[src/rv_cfg.svh]
// data, instruction and register file widths for the rv64 pipeline
`ifndef RV_CFG_SVH
`define RV_CFG_SVH

// data and pc width
`define RV_XLEN 64

// instruction word width
`define RV_INST_W 32

// register address width
`define RV_REG_ADDR_W 5

// architectural register count, x0 included
`define RV_NUM_REGS 32

`endif

[src/rv_pkg.sv]
// opcode classes, alu operation enumeration and operand source selects
package rv_pkg;

  // major opcode, inst[6:2]
  typedef enum logic [4:0] {
    OPC_OP_IMM    = 5'b00100,
    OPC_AUIPC     = 5'b00101,
    OPC_OP_IMM_32 = 5'b00110,
    OPC_OP        = 5'b01100,
    OPC_LUI       = 5'b01101,
    OPC_OP_32     = 5'b01110,
    OPC_JALR      = 5'b11001,
    OPC_JAL       = 5'b11011
  } opclass_e;

  typedef enum logic [3:0] {
    ALU_ADD,
    ALU_SUB,
    ALU_SLL,
    ALU_SLT,
    ALU_SLTU,
    ALU_XOR,
    ALU_SRL,
    ALU_SRA,
    ALU_OR,
    ALU_AND,
    ALU_PASS_B
  } alu_op_e;

  // operand a source
  typedef enum logic [1:0] {
    SRC_A_REG,
    SRC_A_PC,
    SRC_A_ZERO
  } src_a_e;

  // operand b source
  typedef enum logic {
    SRC_B_REG,
    SRC_B_IMM
  } src_b_e;

endpackage

[src/rv_decode.sv]
// decode stage: field split, classification, immediates, forwarding and decode/execute register
`timescale 1ns/1ps
`include "rv_cfg.svh"

module rv_decode (
  input  logic                      clk,
  input  logic                      reset_i,
  input  logic                      inst_valid_i,
  input  logic [`RV_INST_W-1:0]     inst_i,
  input  logic [`RV_XLEN-1:0]       pc_i,
  input  logic [`RV_XLEN-1:0]       rs1_data_i,
  input  logic [`RV_XLEN-1:0]       rs2_data_i,
  input  logic                      fwd_ex_valid_i,
  input  logic [`RV_REG_ADDR_W-1:0] fwd_ex_rd_i,
  input  logic [`RV_XLEN-1:0]       fwd_ex_data_i,
  input  logic                      wb_valid_i,
  input  logic [`RV_REG_ADDR_W-1:0] wb_addr_i,
  input  logic [`RV_XLEN-1:0]       wb_data_i,
  output logic [`RV_REG_ADDR_W-1:0] rs1_addr_o,
  output logic [`RV_REG_ADDR_W-1:0] rs2_addr_o,
  output logic                      ex_valid_o,
  output rv_pkg::alu_op_e           ex_alu_op_o,
  output logic                      ex_word_o,
  output logic                      ex_jump_o,
  output logic [`RV_REG_ADDR_W-1:0] ex_rd_o,
  output logic [`RV_XLEN-1:0]       ex_op_a_o,
  output logic [`RV_XLEN-1:0]       ex_op_b_o,
  output logic [`RV_XLEN-1:0]       ex_imm_o,
  output logic [`RV_XLEN-1:0]       ex_pc_o
);

  rv_pkg::opclass_e          opclass;
  logic [2:0]                funct3;
  logic [6:0]                funct7;
  logic [`RV_REG_ADDR_W-1:0] rd;
  logic [`RV_REG_ADDR_W-1:0] rs1;
  logic [`RV_REG_ADDR_W-1:0] rs2;
  logic [`RV_XLEN-1:0]       imm_i;
  logic [`RV_XLEN-1:0]       imm_u;
  logic [`RV_XLEN-1:0]       imm_j;
  logic                      f7_zero;
  logic                      f7_alt;
  logic                      legal;
  rv_pkg::alu_op_e           funct_op;
  rv_pkg::alu_op_e           alu_op;
  rv_pkg::src_a_e            src_a;
  rv_pkg::src_b_e            src_b;
  logic [`RV_XLEN-1:0]       imm;
  logic                      word;
  logic                      jump;
  logic [`RV_XLEN-1:0]       rs1_val;
  logic [`RV_XLEN-1:0]       rs2_val;
  logic [`RV_XLEN-1:0]       op_a;
  logic [`RV_XLEN-1:0]       op_b;

  assign opclass = rv_pkg::opclass_e'(inst_i[6:2]);
  assign rd      = inst_i[11:7];
  assign funct3  = inst_i[14:12];
  assign rs1     = inst_i[19:15];
  assign rs2     = inst_i[24:20];
  assign funct7  = inst_i[31:25];
  assign f7_zero = (funct7 == 7'b0000000);
  assign f7_alt  = (funct7 == 7'b0100000);

  assign imm_i = {{(`RV_XLEN-12){inst_i[31]}}, inst_i[31:20]};
  assign imm_u = {{(`RV_XLEN-32){inst_i[31]}}, inst_i[31:12], 12'b0};
  assign imm_j = {{(`RV_XLEN-21){inst_i[31]}}, inst_i[31], inst_i[19:12], inst_i[20],
                  inst_i[30:21], 1'b0};

  // only the kept rv64i subset is legal, everything else is a bubble
  always_comb begin
    legal = 1'b0;
    if (inst_i[1:0] == 2'b11) begin
      case (opclass)
        rv_pkg::OPC_LUI, rv_pkg::OPC_AUIPC, rv_pkg::OPC_JAL: legal = 1'b1;
        rv_pkg::OPC_JALR: legal = (funct3 == 3'b000);
        rv_pkg::OPC_OP_IMM: begin
          case (funct3)
            3'b001:  legal = (inst_i[31:26] == 6'b000000);
            3'b101:  legal = (inst_i[31:26] == 6'b000000) || (inst_i[31:26] == 6'b010000);
            default: legal = 1'b1;
          endcase
        end
        rv_pkg::OPC_OP_IMM_32: begin
          case (funct3)
            3'b000:  legal = 1'b1;
            3'b001:  legal = f7_zero;
            3'b101:  legal = f7_zero || f7_alt;
            default: legal = 1'b0;
          endcase
        end
        rv_pkg::OPC_OP: legal = f7_zero || (f7_alt && (funct3 == 3'b000 || funct3 == 3'b101));
        rv_pkg::OPC_OP_32: begin
          legal = (funct3 == 3'b000 || funct3 == 3'b001 || funct3 == 3'b101) &&
                  (f7_zero || (f7_alt && funct3 != 3'b001));
        end
        default: legal = 1'b0;
      endcase
    end
  end

  // inst[5] separates register forms, where inst[30] selects sub
  always_comb begin
    case (funct3)
      3'b000:  funct_op = (inst_i[5] && inst_i[30]) ? rv_pkg::ALU_SUB : rv_pkg::ALU_ADD;
      3'b001:  funct_op = rv_pkg::ALU_SLL;
      3'b010:  funct_op = rv_pkg::ALU_SLT;
      3'b011:  funct_op = rv_pkg::ALU_SLTU;
      3'b100:  funct_op = rv_pkg::ALU_XOR;
      3'b101:  funct_op = inst_i[30] ? rv_pkg::ALU_SRA : rv_pkg::ALU_SRL;
      3'b110:  funct_op = rv_pkg::ALU_OR;
      default: funct_op = rv_pkg::ALU_AND;
    endcase
  end

  always_comb begin
    alu_op = rv_pkg::ALU_ADD;
    src_a  = rv_pkg::SRC_A_REG;
    src_b  = rv_pkg::SRC_B_IMM;
    imm    = imm_i;
    word   = 1'b0;
    jump   = 1'b0;
    case (opclass)
      rv_pkg::OPC_LUI: begin
        alu_op = rv_pkg::ALU_PASS_B;
        src_a  = rv_pkg::SRC_A_ZERO;
        imm    = imm_u;
      end
      rv_pkg::OPC_AUIPC: begin
        src_a = rv_pkg::SRC_A_PC;
        imm   = imm_u;
      end
      // jal carries pc on operand a so execute forms both targets alike
      rv_pkg::OPC_JAL: begin
        src_a = rv_pkg::SRC_A_PC;
        imm   = imm_j;
        jump  = 1'b1;
      end
      rv_pkg::OPC_JALR: jump = 1'b1;
      rv_pkg::OPC_OP_IMM: alu_op = funct_op;
      rv_pkg::OPC_OP_IMM_32: begin
        alu_op = funct_op;
        word   = 1'b1;
      end
      rv_pkg::OPC_OP: begin
        alu_op = funct_op;
        src_b  = rv_pkg::SRC_B_REG;
      end
      rv_pkg::OPC_OP_32: begin
        alu_op = funct_op;
        src_b  = rv_pkg::SRC_B_REG;
        word   = 1'b1;
      end
      default: ;
    endcase
  end

  // execute result first, then write-back, then register file
  function automatic logic [`RV_XLEN-1:0] fwd_value(
    input logic [`RV_REG_ADDR_W-1:0] addr,
    input logic [`RV_XLEN-1:0]       rf_data
  );
    if (addr == '0)
      return '0;
    else if (fwd_ex_valid_i && fwd_ex_rd_i == addr)
      return fwd_ex_data_i;
    else if (wb_valid_i && wb_addr_i == addr)
      return wb_data_i;
    else
      return rf_data;
  endfunction

  always_comb begin
    rs1_val = fwd_value(rs1, rs1_data_i);
    rs2_val = fwd_value(rs2, rs2_data_i);
    case (src_a)
      rv_pkg::SRC_A_REG: op_a = rs1_val;
      rv_pkg::SRC_A_PC:  op_a = pc_i;
      default:           op_a = '0;
    endcase
    op_b = (src_b == rv_pkg::SRC_B_REG) ? rs2_val : imm;
  end

  assign rs1_addr_o = rs1;
  assign rs2_addr_o = rs2;

  always_ff @(posedge clk) begin
    if (reset_i) begin
      ex_valid_o <= 1'b0;
      ex_jump_o  <= 1'b0;
    end else begin
      ex_valid_o <= inst_valid_i && legal && (rd != '0);
      ex_jump_o  <= inst_valid_i && legal && jump;
    end
  end

  always_ff @(posedge clk) begin
    ex_alu_op_o <= alu_op;
    ex_word_o   <= word;
    ex_rd_o     <= rd;
    ex_op_a_o   <= op_a;
    ex_op_b_o   <= op_b;
    ex_imm_o    <= imm;
    ex_pc_o     <= pc_i;
  end

endmodule

[config.mk]
export PLATFORM = sky130hd
export DESIGN_NAME = rv_decode
export DESIGN_NICKNAME = d
export VERILOG_FILES = /design/src/rv_pkg.sv /design/src/rv_decode.sv
export VERILOG_INCLUDE_DIRS = /design/src /design/src/src
export SDC_FILE = /design/constraint.sdc
export NUM_CORES = 1
export LEC_CHECK = 0
export BUFFER_PORTS_ARGS = -buffer_cell sky130_fd_sc_hd__buf_2
export CAP_MARGIN = 20
export CELL_PAD_IN_SITES_DETAIL_PLACEMENT = 1
export CELL_PAD_IN_SITES_GLOBAL_PLACEMENT = 1
export CORE_AREA = 3 3 247 249
export CTS_CLUSTER_DIAMETER = 100
export CTS_CLUSTER_SIZE = 16
export DETAILED_ROUTE_END_ITERATION = 16
export DIE_AREA = 0 0 250 252
export GPL_TIMING_DRIVEN = 0
export MAX_ROUTING_LAYER = met4
export PLACE_DENSITY = 0.53
export SYNTH_ARGS = -nofsm -noshare
export SYNTH_HDL_FRONTEND = slang
export SYNTH_SLANG_ARGS = --single-unit
[constraint.sdc]
create_clock -name clk -period 1.8 [get_ports clk]
set_input_delay 0 -clock clk [delete_from_list [all_inputs] [get_ports clk]]
set_output_delay 0 -clock clk [all_outputs]
set_load 0.02 [all_outputs]
* Word level (Yosys, flattened, before mapping)
Cells that the tools add are included.
Word-level totals: register bits 236, output and inout bits 278, word-level logic and storage cells 84
Operators by class: equality and inequality tests 23, muxes and demuxes 20, reductions and logical operators 32
Operators by type and width (count):
- 64-bit two-way mux | 7
- 64-bit one-hot mux with 2 select lines | 1
- 31-bit one-hot mux with 2 select lines | 1
- 4-bit one-hot mux with 7 select lines | 1
- 5-bit equality test | 4
- 5-bit by 3-bit equality test with 1-bit output (second input constant) | 3
- 5-bit by 4-bit equality test with 1-bit output (second input constant) | 3
- 1-bit logical AND | 11
- 5-bit equality test (second input constant) | 2
- 5-bit zero test | 2
- 2-bit OR reduction | 5
- 3-bit equality test (second input constant) | 3
- 4-bit one-hot mux with 2 select lines | 1
- 7-bit by 6-bit equality test with 1-bit output (second input constant) | 1
- 7-bit zero test | 1
- 1-bit logical OR | 7
- 3-bit by 2-bit equality test with 1-bit output (second input constant) | 2
- 6-bit by 5-bit equality test with 1-bit output (second input constant) | 1
- 6-bit zero test | 1
- 1-bit one-hot mux with 6 select lines | 1
- 1-bit two-way mux | 5
- 5-bit nonzero test | 1
- 2-bit one-hot mux with 2 select lines | 1
- 4-bit OR reduction | 1
- other kinds (9) | 9

* Longest topological paths before layout
Gate-level depths: netlist of run 1.
word-level depth 8, mapped depth 7, mapped depth without buffers 5

* Least setup slack after synthesis of run 1
Ideal clock, no wire load.
path type input port to flip-flop, start in inst_i[2], end reg ex_jump_o, setup time 0.060 ns, arrival 1.399 ns, data required time 1.740 ns, slack 0.341 ns, stages on the path 5, path through or3b_1 or4_1 or3_1 o211ai_1 and3_1
On the way: word-level cells in the longest chain between the ends 6, elaborated cells on any way between the ends 15, classes of those cells eq/ne: 8; mux: 3; reduce/logical: 4
RTL lines:
- start, declared | RTL line rv_decode.sv:9 | input logic [`RV_INST_W-1:0] inst_i,
- 5-bit equality test, or another cell as far along | RTL line rv_decode.sv:74, rv_decode.sv:123
- 3-bit OR reduction | RTL line rv_decode.sv:74 | case (opclass)
- 1-bit one-hot mux with 6 select lines | RTL line rv_decode.sv:74
- 1-bit two-way mux | RTL line rv_decode.sv:73 | if (inst_i[1:0] == 2'b11) begin
- 1-bit logical AND | RTL line rv_decode.sv:193 | ex_jump_o <= inst_valid_i && legal && jump;
- 1-bit logical AND * | RTL line rv_decode.sv:193
- end signal, assigned | RTL line rv_decode.sv:193
- end, declared | RTL line rv_decode.sv:24 | output logic ex_jump_o,
Mark *: on every way between the ends. The rest lies on a longest branch, timed or not. A chain may end at the register's enable or synchronous reset.

* Worst setup path in the final report of run 1
start in inst_i[23], end reg ex_op_b_o[60]
On the way: word-level cells in the longest chain between the ends 6, elaborated cells on any way between the ends 9, classes of those cells eq/ne: 2; mux: 4; reduce/logical: 3
RTL lines:
- 5-bit equality test | RTL line rv_decode.sv:167 | else if (wb_valid_i && wb_addr_i == addr)
- 1-bit logical AND | RTL line rv_decode.sv:167
- 64-bit two-way mux | RTL line rv_decode.sv:167
- 64-bit two-way mux | RTL line rv_decode.sv:165 | else if (fwd_ex_valid_i && fwd_ex_rd_i == addr)
- 64-bit two-way mux * | RTL line rv_decode.sv:163 | if (addr == '0)
- 64-bit two-way mux * | RTL line rv_decode.sv:181 | op_b = (src_b == rv_pkg::SRC_B_REG) ? rs2_val : imm;
- net op_b[60] | RTL line rv_decode.sv:54 | logic [`RV_XLEN-1:0] op_b;
- end signal, assigned | RTL line rv_decode.sv:202 | ex_op_b_o <= op_b;
- end, declared | RTL line rv_decode.sv:27 | output logic [`RV_XLEN-1:0] ex_op_b_o,
The timed path passes the listed nets; every way through them passes the cells marked *.

==> results.json, run 1 <==
{
  "status": "complete, no violations",
  "drtIter0Drc": 566,
  "drc": 0,
  "synth_area_leaders": "dfxtp_1 (50%), a221oi_1 (12%), o21ai_0 (7.2%)",
  "synth_flop_cell": "dfxtp_1",
  "async_reset_ff_share_pct": 0,
  "finalNetCount": 2411,
  "drtPass1Iterations": 5,
  "slew_violations": 0,
  "ys_ff_latch": 236,
  "avgSynthCellArea_um2": 9.121,
  "holdPathEnd": "ex_op_b_o[0]",
  "rows": 89,
  "grt_pass1_vias": 13980,
  "gr-total-overflow": 0,
  "worstHoldPathCells": 4,
  "crit_path_start": "inst_i[23]",
  "critical_path_required_ns": 2.19,
  "grt_pass1_wl_um": 97840,
  "initial_core_util_pct": 16.01,
  "core_area_um2": 58910,
  "worst_pin_slew_ns": 0.8245,
  "hp-start": "wb_data_i[0]",
  "min_path_type": "in2reg",
  "totalWireLength_um": 69880,
  "seq_area_um2": 4726,
  "cts_root_buffer": "clkbuf_16",
  "yosysTopAreaCell": "dfxtp_1",
  "synth_common_cells": "dfxtp_1 (236), o21ai_0 (136), a221oi_1 (128), nand2_1 (106), o21ai_1 (103)",
  "io_pins": 645,
  "area_delta_synth_final_pct": 88.96,
  "worst_setup_path_end_kind": "flip-flop",
  "antenna_found_initial": 22,
  "yosysMostFrequentCell": "dfxtp_1",
  "hold_violations": 0,
  "setup_viol": 0,
  "max_slew_margin_pct": 45.04,
  "cts_buffers": 20,
  "placed_cells": 2453,
  "yosys_warnings": 0,
  "place.gp.congestion": 0.8760,
  "die_y_um": 252,
  "grt_setup_unrepaired": "no",
  "powerDensity_nw_per_um2": 756.5,
  "leakagePower_nw": 7.903,
  "critical_path_class": "in2reg",
  "portBuffers": 643,
  "period_needed_ns": 1.776,
  "cts_tree": "done",
  "ir_worst_vdd_mv": 0.6387,
  "cts_sinks": 236,
  "post_dp_cell_area_um2": 13670,
  "die_x_um": 250,
  "drv_cap": 0,
  "drtAntennaViolNets": 0,
  "hpwl_um": 53100,
  "routedWlPerCell_um": 24.65,
  "clk_pin_slew_ns": 0.08,
  "viasPerCell": 4.472,
  "timing.hold.ws_ns": 0.02286,
  "yosys.area.top_type_share_pct": 50.09,
  "syn_nets": 1401,
  "cts_max_level": 1,
  "synth_cell_types": 48,
  "track_usage_pct": 21.65,
  "final_cells": 2835,
  "cts_buffer_depth": 3,
  "critPathMaxFanout": 10,
  "maxClockFrequency_mhz": 563.0,
  "netlist_instances": 1034,
  "grt_max_degree": 34,
  "dieArea_um2": 63000,
  "fin_crit_sh_pct": 98.68,
  "yosysSeqAreaShare_pct": 50.09,
  "synth-edff-count": 0,
  "final_cell_area_um2": 17820,
  "final.setup.tns_ns": 0,
  "synthesis.area_um2": 9432,
  "cp.arrival_ns": 2.17,
  "start_kind": "input port",
  "fillers": 6998,
  "vias": 12680,
  "multiInputGateArea_um2": 4083,
  "final_layout_size_suffix_gt1_share_pct": 36.59
}
-- layout by cell type, fill, tap and decap left out, drive strengths merged, types with 3 or more instances in the layout --
cell         count
xnor2           20
buf            698
diode           15
nor2b            5
inv              7
nand2          106
nor2            11
dlygate4sd3    346
nor3             3
and2            75
o21ai          239
and3             3
a221oi         128
dfxtp          236
a21o             8
or3              3
clkbuf         100
o2bb2ai         21
a21oi            3
-- flip-flops by register name (all words and copies together), names as in the netlist --
signal	cells
ex_rd_o	5
ex_pc_o	64
ex_imm_o	32
ex_word_o	1
ex_op_b_o	64
ex_alu_op_o	4
ex_op_a_o	64
ex_valid_o	1
ex_jump_o	1
-- cell families after synthesis --
logic type	Yosys count	share of synthesized area [%]
compound gates	413	28.60
buf+inv	139	7.283
simple gates	224	11.95
xor+xnor	20	1.857
mux	2	0.2123
flops	236	50.09
-- layer usage --
metal  wire length (um)  part of all wire [%]  up-vias  global-route usage [%]
met4               1763                   2.5        0                   5.785
met1              27150                    39     6199                   23.93
li1                   -                     -     5782                       -
met3               4671                   6.7       90                   4.670
met2              36300                    52      608                   39.36
met5                  0                     0        -                       -
-- critical path, cell delays in order --
cell	delay, ns
buf_2	0.27
xnor2_1	0.16
nand3_1	0.15
or3_1	0.63
clkbuf_2	0.36
a221oi_1	0.43
o21ai_1	0.14
-- metrics by stage --
stage	util (%)	power [mW]	setup slack [ns]
after CTS	30.15	13.67	0.001413
final	30.25	13.48	0.02380
after global routing	30.25	14.08	0.005332
after detailed placement	23.20	8.608	-1.588
after global placement	23.12	8.579	-2.408
after floorplan	-	7.158	0.3414
-- where the power goes --
group / switching [mW] / leakage (nW) / internal [mW] / total [mW]
clock: 2.22 / 0.280 / 2.13 / 4.35
sequential: 0.121 / 1.99 / 5.61 / 5.74
combinational: 1.89 / 5.63 / 1.51 / 3.40
total: 4.23 / 7.90 / 9.25 / 13.5
-- how the worst max path moves through the flow --
stage	to	slack [ns]	cells after the start
floorplan	ex_jump_o	0.34	5
global placement	ex_op_b_o[6]	-2.41	8
detailed placement	ex_op_b_o[8]	-1.59	9
CTS	ex_op_a_o[54]	0.001	7
global route	ex_op_a_o[54]	0.005	7
finish	ex_op_b_o[60]	0.02	7
-- cell type report --
| cell class | count | share of cell area [%] |
|---|---|---|
| repair buffers | 994 | 37.85 |
| well taps | 773 | 5.427 |
| clock inverters | 3 | 0.2457 |
| multi-input cells | 659 | 22.91 |
| flip-flops and latches | 236 | 26.52 |
| inverters | 5 | 0.1053 |
| clock buffers | 22 | 2.970 |
| plain buffers | 128 | 3.763 |
| diodes | 15 | 0.2106 |
-- what timing repair did --
item	in CTS	in global routing
pin swaps	0	0
gates resized for setup	19	15
hold endpoints to repair	232	0
cloned	0	0
setup buffers	1	0
hold buffers	346	0
setup endpoints to repair	119	67
No activity file was read; power rests on OpenSTA's default activity.
==> run 2, diff against run 1 <==
Settings changed: PLACE_DENSITY 0.53 to default, PLACE_DENSITY_LB_ADDON from default to 0.1.
==> run 2 against run 1 <==
  * Final cell count is 0.53% higher
  * Core utilization is 0.21 points higher
  * Maximum frequency is 2.7% higher
  * Clock-buffer cell count is 1 higher
  * Clock power is 8.3% higher
  * Cell area is 0.70% higher
  * Wire length is 1.3% higher
  * First-iteration DRC count is 20% lower
  * Sequential power hardly changed
==> results.json, run 2 (synthesis gave the netlist of run 1 again) <==
{
  "hold_violations": 0,
  "ir_worst_vdd_mv": 0.5871,
  "cts_sinks": 236,
  "antenna_found_initial": 9,
  "initial_core_util_pct": 16.01,
  "fillers": 7062,
  "dieArea_um2": 63000,
  "powerDensity_nw_per_um2": 772.6,
  "core_area_um2": 58910,
  "post_dp_cell_area_um2": 13670,
  "drtAntennaViolNets": 0,
  "maxClockFrequency_mhz": 578.1,
  "critPathMaxFanout": 3,
  "place.gp.congestion": 0.8489,
  "drv_cap": 0,
  "grt_setup_unrepaired": "no",
  "slew_violations": 0,
  "track_usage_pct": 22.20,
  "setup_viol": 0,
  "start_kind": "input port",
  "multiInputGateArea_um2": 4051,
  "grt_max_degree": 34,
  "mostFrequentLayoutCell": "buf_2",
  "hp-start": "inst_i[4]",
  "status": "complete, no violations",
  "max_slew_margin_pct": 39.61,
  "die_x_um": 250,
  "final_core_util_pct": 30.47,
  "period_needed_ns": 1.730,
  "worstHoldPathCells": 5,
  "critical_path_required_ns": 2.29,
  "rows": 89,
  "io_pins": 645,
  "seq_area_um2": 4726,
  "clk_pin_slew_ns": 0.08,
  "cts_buffers": 21,
  "cts_root_buffer": "clkbuf_16",
  "final_cell_area_um2": 17950,
  "cts_buffer_depth": 3,
  "leakagePower_nw": 7.970,
  "min_path_type": "in2reg",
  "fin_crit_sh_pct": 96.10,
  "critical_path_class": "in2reg",
  "finalNetCount": 2423,
  "portBuffers": 643,
  "drc": 0,
  "reg.largest.list": "ex_op_a_o: 64 flops, ex_op_b_o: 64 flops, ex_pc_o: 64 flops",
  "gr-total-overflow": 0,
  "drtIter0Drc": 453,
  "cts_tree": "done",
  "worst_pin_slew_ns": 0.9058,
  "final_layout_size_suffix_gt1_share_pct": 36.69,
  "hpwl_um": 54480,
  "holdPathEnd": "ex_op_b_o[9]",
  "final_cell_mix": "buf_2 (648), dlygate4sd3_1 (352), dfxtp_1 (235)",
  "cts_max_level": 1,
  "grt_pass1_vias": 13880,
  "vias": 12360,
  "routedWlPerCell_um": 24.84,
  "grt_pass1_wl_um": 99620,
  "viasPerCell": 4.338,
  "drtPass1Iterations": 5,
  "cp.arrival_ns": 2.22,
  "totalWireLength_um": 70800,
  "worst_setup_path_end_kind": "flip-flop",
  "area_delta_synth_final_pct": 90.29,
  "die_y_um": 252
}
-- run 2: area by class of cell --
class / count / area share [%]
antenna: 11 / 0.1534
buffer: 129 / 3.737
clock buffer: 23 / 3.026
clock inverter: 10 / 0.5717
inverter: 5 / 0.1046
multi-input combinational: 659 / 22.57
sequential: 236 / 26.33
tap: 773 / 5.389
timing repair buffer: 1004 / 38.11
-- run 2: how the worst max path moves through the flow --
stage	slack, ns	cells after the start	start	to
after floorplan	0.34	5	inst_i[2]	ex_jump_o
after global placement	-1.75	8	inst_i[2]	ex_op_b_o[33]
after detailed placement	-1.26	8	inst_i[2]	ex_op_b_o[33]
after CTS	0.04	8	inst_i[2]	ex_op_a_o[11]
after global routing	0.001	8	inst_i[23]	ex_op_b_o[11]
final	0.07	7	inst_i[2]	ex_valid_o
-- run 2: through the flow --
step                      setup WS, ns  std cells  TNS, ns  hold slack [ns]  total power, mW
after floorplan                 0.3414       1034        0          0.02772            7.158
after global placement          -1.750       2450  -149.09           0.1166            8.618
after detailed placement        -1.263       2454  -102.85           0.1183            8.638
after CTS                      0.04287       2842        0          0.01630            14.14
after global routing         0.0009850       2847        0          0.06207            14.53
final                          0.07028       2850        0          0.02947            13.87
-- run 2: critical path, stage by stage --
cell and delay, ns:
buf_2 0.11, dlygate4sd3_1 0.56, or3b_1 0.42, or4_1 0.50
or3_1 0.32, o211ai_1 0.12, and3_1 0.19
-- run 2: report_power, final --
part           internal (mW)  switching (mW)  leakage, nW
Sequential              5.61           0.124         1.99
Clock                   2.34            2.37        0.313
Combinational           1.52            1.90         5.67
Total                   9.47            4.39         7.97
-- run 2: timing repair --
action | CTS | global route
pin swaps | 0 | 0
endpoints found under the hold margin | 233 | 0
endpoints found under the setup margin | 122 | 96
gates resized for setup | 6 | 25
setup buffers | 4 | 0
hold buffers | 352 | 0
-- run 2: per-layer routing --
metal,up-vias,share of wire [%],GRT usage [%]
li1,5816,-,-
met1,5984,40,25.13
met2,479,51,39.67
met3,84,6.8,5.257
met4,0,2.3,5.110
met5,-,0,-
==> run 3, diff against run 2 <==
Settings changed: REMOVE_ABC_BUFFERS from default to 1.
==> run 3 against run 2 <==
  * Largest power group unchanged
  * Maximum frequency is 2.1% lower
  * Critical path depth is 1 lower
  * Critical path type unchanged
  * Sequential share of layout area is 0.24 points higher
  * Sequential power hardly changed
  * Clock-buffer cell count is 1 lower
  * Clock power is 4% higher
  * Combinational power is 3% lower
==> results.json, run 3 (synthesis gave the netlist of run 1 again) <==
{
  "cp-endpoint": "ex_op_a_o[42]",
  "cts_tree": "done",
  "routedWlPerCell_um": 23.50,
  "grt_pass1_wl_um": 92430,
  "drv_cap": 0,
  "cts_buffer_depth": 3,
  "rows": 89,
  "worst_setup_path_end_kind": "flip-flop",
  "post_dp_cell_area_um2": 13480,
  "ir_worst_vdd_mv": 0.5956,
  "clk_pin_slew_ns": 0.08,
  "antenna_found_initial": 8,
  "critical_path_class": "in2reg",
  "vias": 12040,
  "die_y_um": 252,
  "io_pins": 645,
  "final_cell_area_um2": 17790,
  "die_x_um": 250,
  "hold_violations": 0,
  "drc": 0,
  "max_slew_margin_pct": 35.51,
  "grt_setup_unrepaired": "no",
  "final.setup.tns_ns": 0,
  "top_layer": "met4",
  "min_path_type": "in2reg",
  "crit_path_start": "wb_valid_i",
  "wl_met3_um": 4301,
  "portBuffers": 644,
  "maxClockFrequency_mhz": 565.8,
  "gr-total-overflow": 0,
  "cp.arrival_ns": 2.20,
  "area_delta_synth_final_pct": 88.59,
  "totalWireLength_um": 64350,
  "cts_max_level": 1,
  "cts_sinks": 236,
  "core_area_um2": 58910,
  "wl_met1_um": 25720,
  "setup_viol": 0,
  "drtAntennaViolNets": 0,
  "period_needed_ns": 1.767,
  "dieArea_um2": 63000,
  "mostFrequentLayoutCell": "buf_2",
  "initial_core_util_pct": 16.01,
  "critPathMaxFanout": 65,
  "drtPass1Iterations": 4,
  "leakagePower_nw": 7.811,
  "start_kind": "input port",
  "status": "complete, no violations",
  "cts_root_buffer": "clkbuf_16",
  "cts_buffers": 21,
  "viasPerCell": 4.396,
  "timing.hold.ws_ns": 0.05831,
  "hpwl_um": 44880,
  "reg.largest.list": "ex_op_a_o: 64 flops, ex_op_b_o: 64 flops, ex_pc_o: 64 flops",
  "wl_met2_um": 32640,
  "grt_max_degree": 66,
  "finalNetCount": 2315,
  "grt_pass1_vias": 13840,
  "fin_crit_sh_pct": 98.19,
  "power_mw": 13.91,
  "worst_pin_slew_ns": 0.9651,
  "drtIter0Drc": 492,
  "final_core_util_pct": 30.19,
  "track_usage_pct": 20.05,
  "place.gp.congestion": 0.7904,
  "powerDensity_nw_per_um2": 781.8,
  "critical_path_required_ns": 2.23,
  "final_layout_size_suffix_gt1_share_pct": 36.74,
  "slew_violations": 0,
  "final_cell_mix": "buf_2 (643), dlygate4sd3_1 (357), dfxtp_1 (235)"
}
[run 3: how the worst min path moves through the flow]
| stage | startpoint | endpoint | slack [ns] | depth (start not counted) |
|---|---|---|---|---|
| 4_1_cts | inst_i[2] | ex_op_a_o[10] | 0.03 | 4 |
| 6_report | inst_i[31] | ex_op_b_o[37] | 0.06 | 3 |
| 3_3_place_gp | inst_i[10] | ex_rd_o[3] | 0.11 | 1 |
| 3_5_place_dp | inst_i[10] | ex_rd_o[3] | 0.12 | 1 |
| 2_1_floorplan | inst_i[15] | rs1_addr_o[0] | 0 | 0 |
| 5_1_grt | inst_i[2] | ex_op_a_o[9] | 0.06 | 4 |
[run 3: per-layer routing]
metal	up-vias	GRT usage, %
li1	5579	-
met1	5899	22.57
met2	475	35.65
met3	84	4.608
met4	0	5.538
met5	-	-
[run 3: where the power goes]
part	switching, mW	leakage (nW)	internal, mW
clock	2.39	0.319	2.49
sequential	0.102	1.99	5.61
combinational	1.82	5.50	1.49
total	4.31	7.81	9.59
[run 3: timing repair]
| action | CTS | global route |
|---|---|---|
| setup endpoints to repair | 120 | 6 |
| buffers inserted | 3 | 0 |
| endpoints found under the hold margin | 236 | 0 |
| gates cloned | 0 | 0 |
| hold buffers | 357 | 0 |
| resized for setup | 4 | 5 |
[run 3: through the flow]
stage               setup WS [ns]  instances
floorplan                  -2.717        900
global placement           -10.05       2317
detailed placement         -1.106       2338
CTS                       0.03935       2730
global route             0.002778       2737
finish                    0.03261       2738
[run 3: final cells by class]
class / count / area (um^2)
fillers: 6990 / 41120
clock buffers: 22 / 539.3
multi-input cells: 659 / 4118
clock inverters: 10 / 127.6
flip-flops and latches: 236 / 4726
diodes: 8 / 20.02
inverters: 5 / 18.77
well taps: 773 / 967.2
repair buffers: 1025 / 7271
[run 3: worst max-delay path: stages]
cell and delay, ns:
buf_8 0.39, inv_1 0.13, or3_4 0.63, buf_12 0.26, a221oi_1 0.53, o21ai_1 0.12
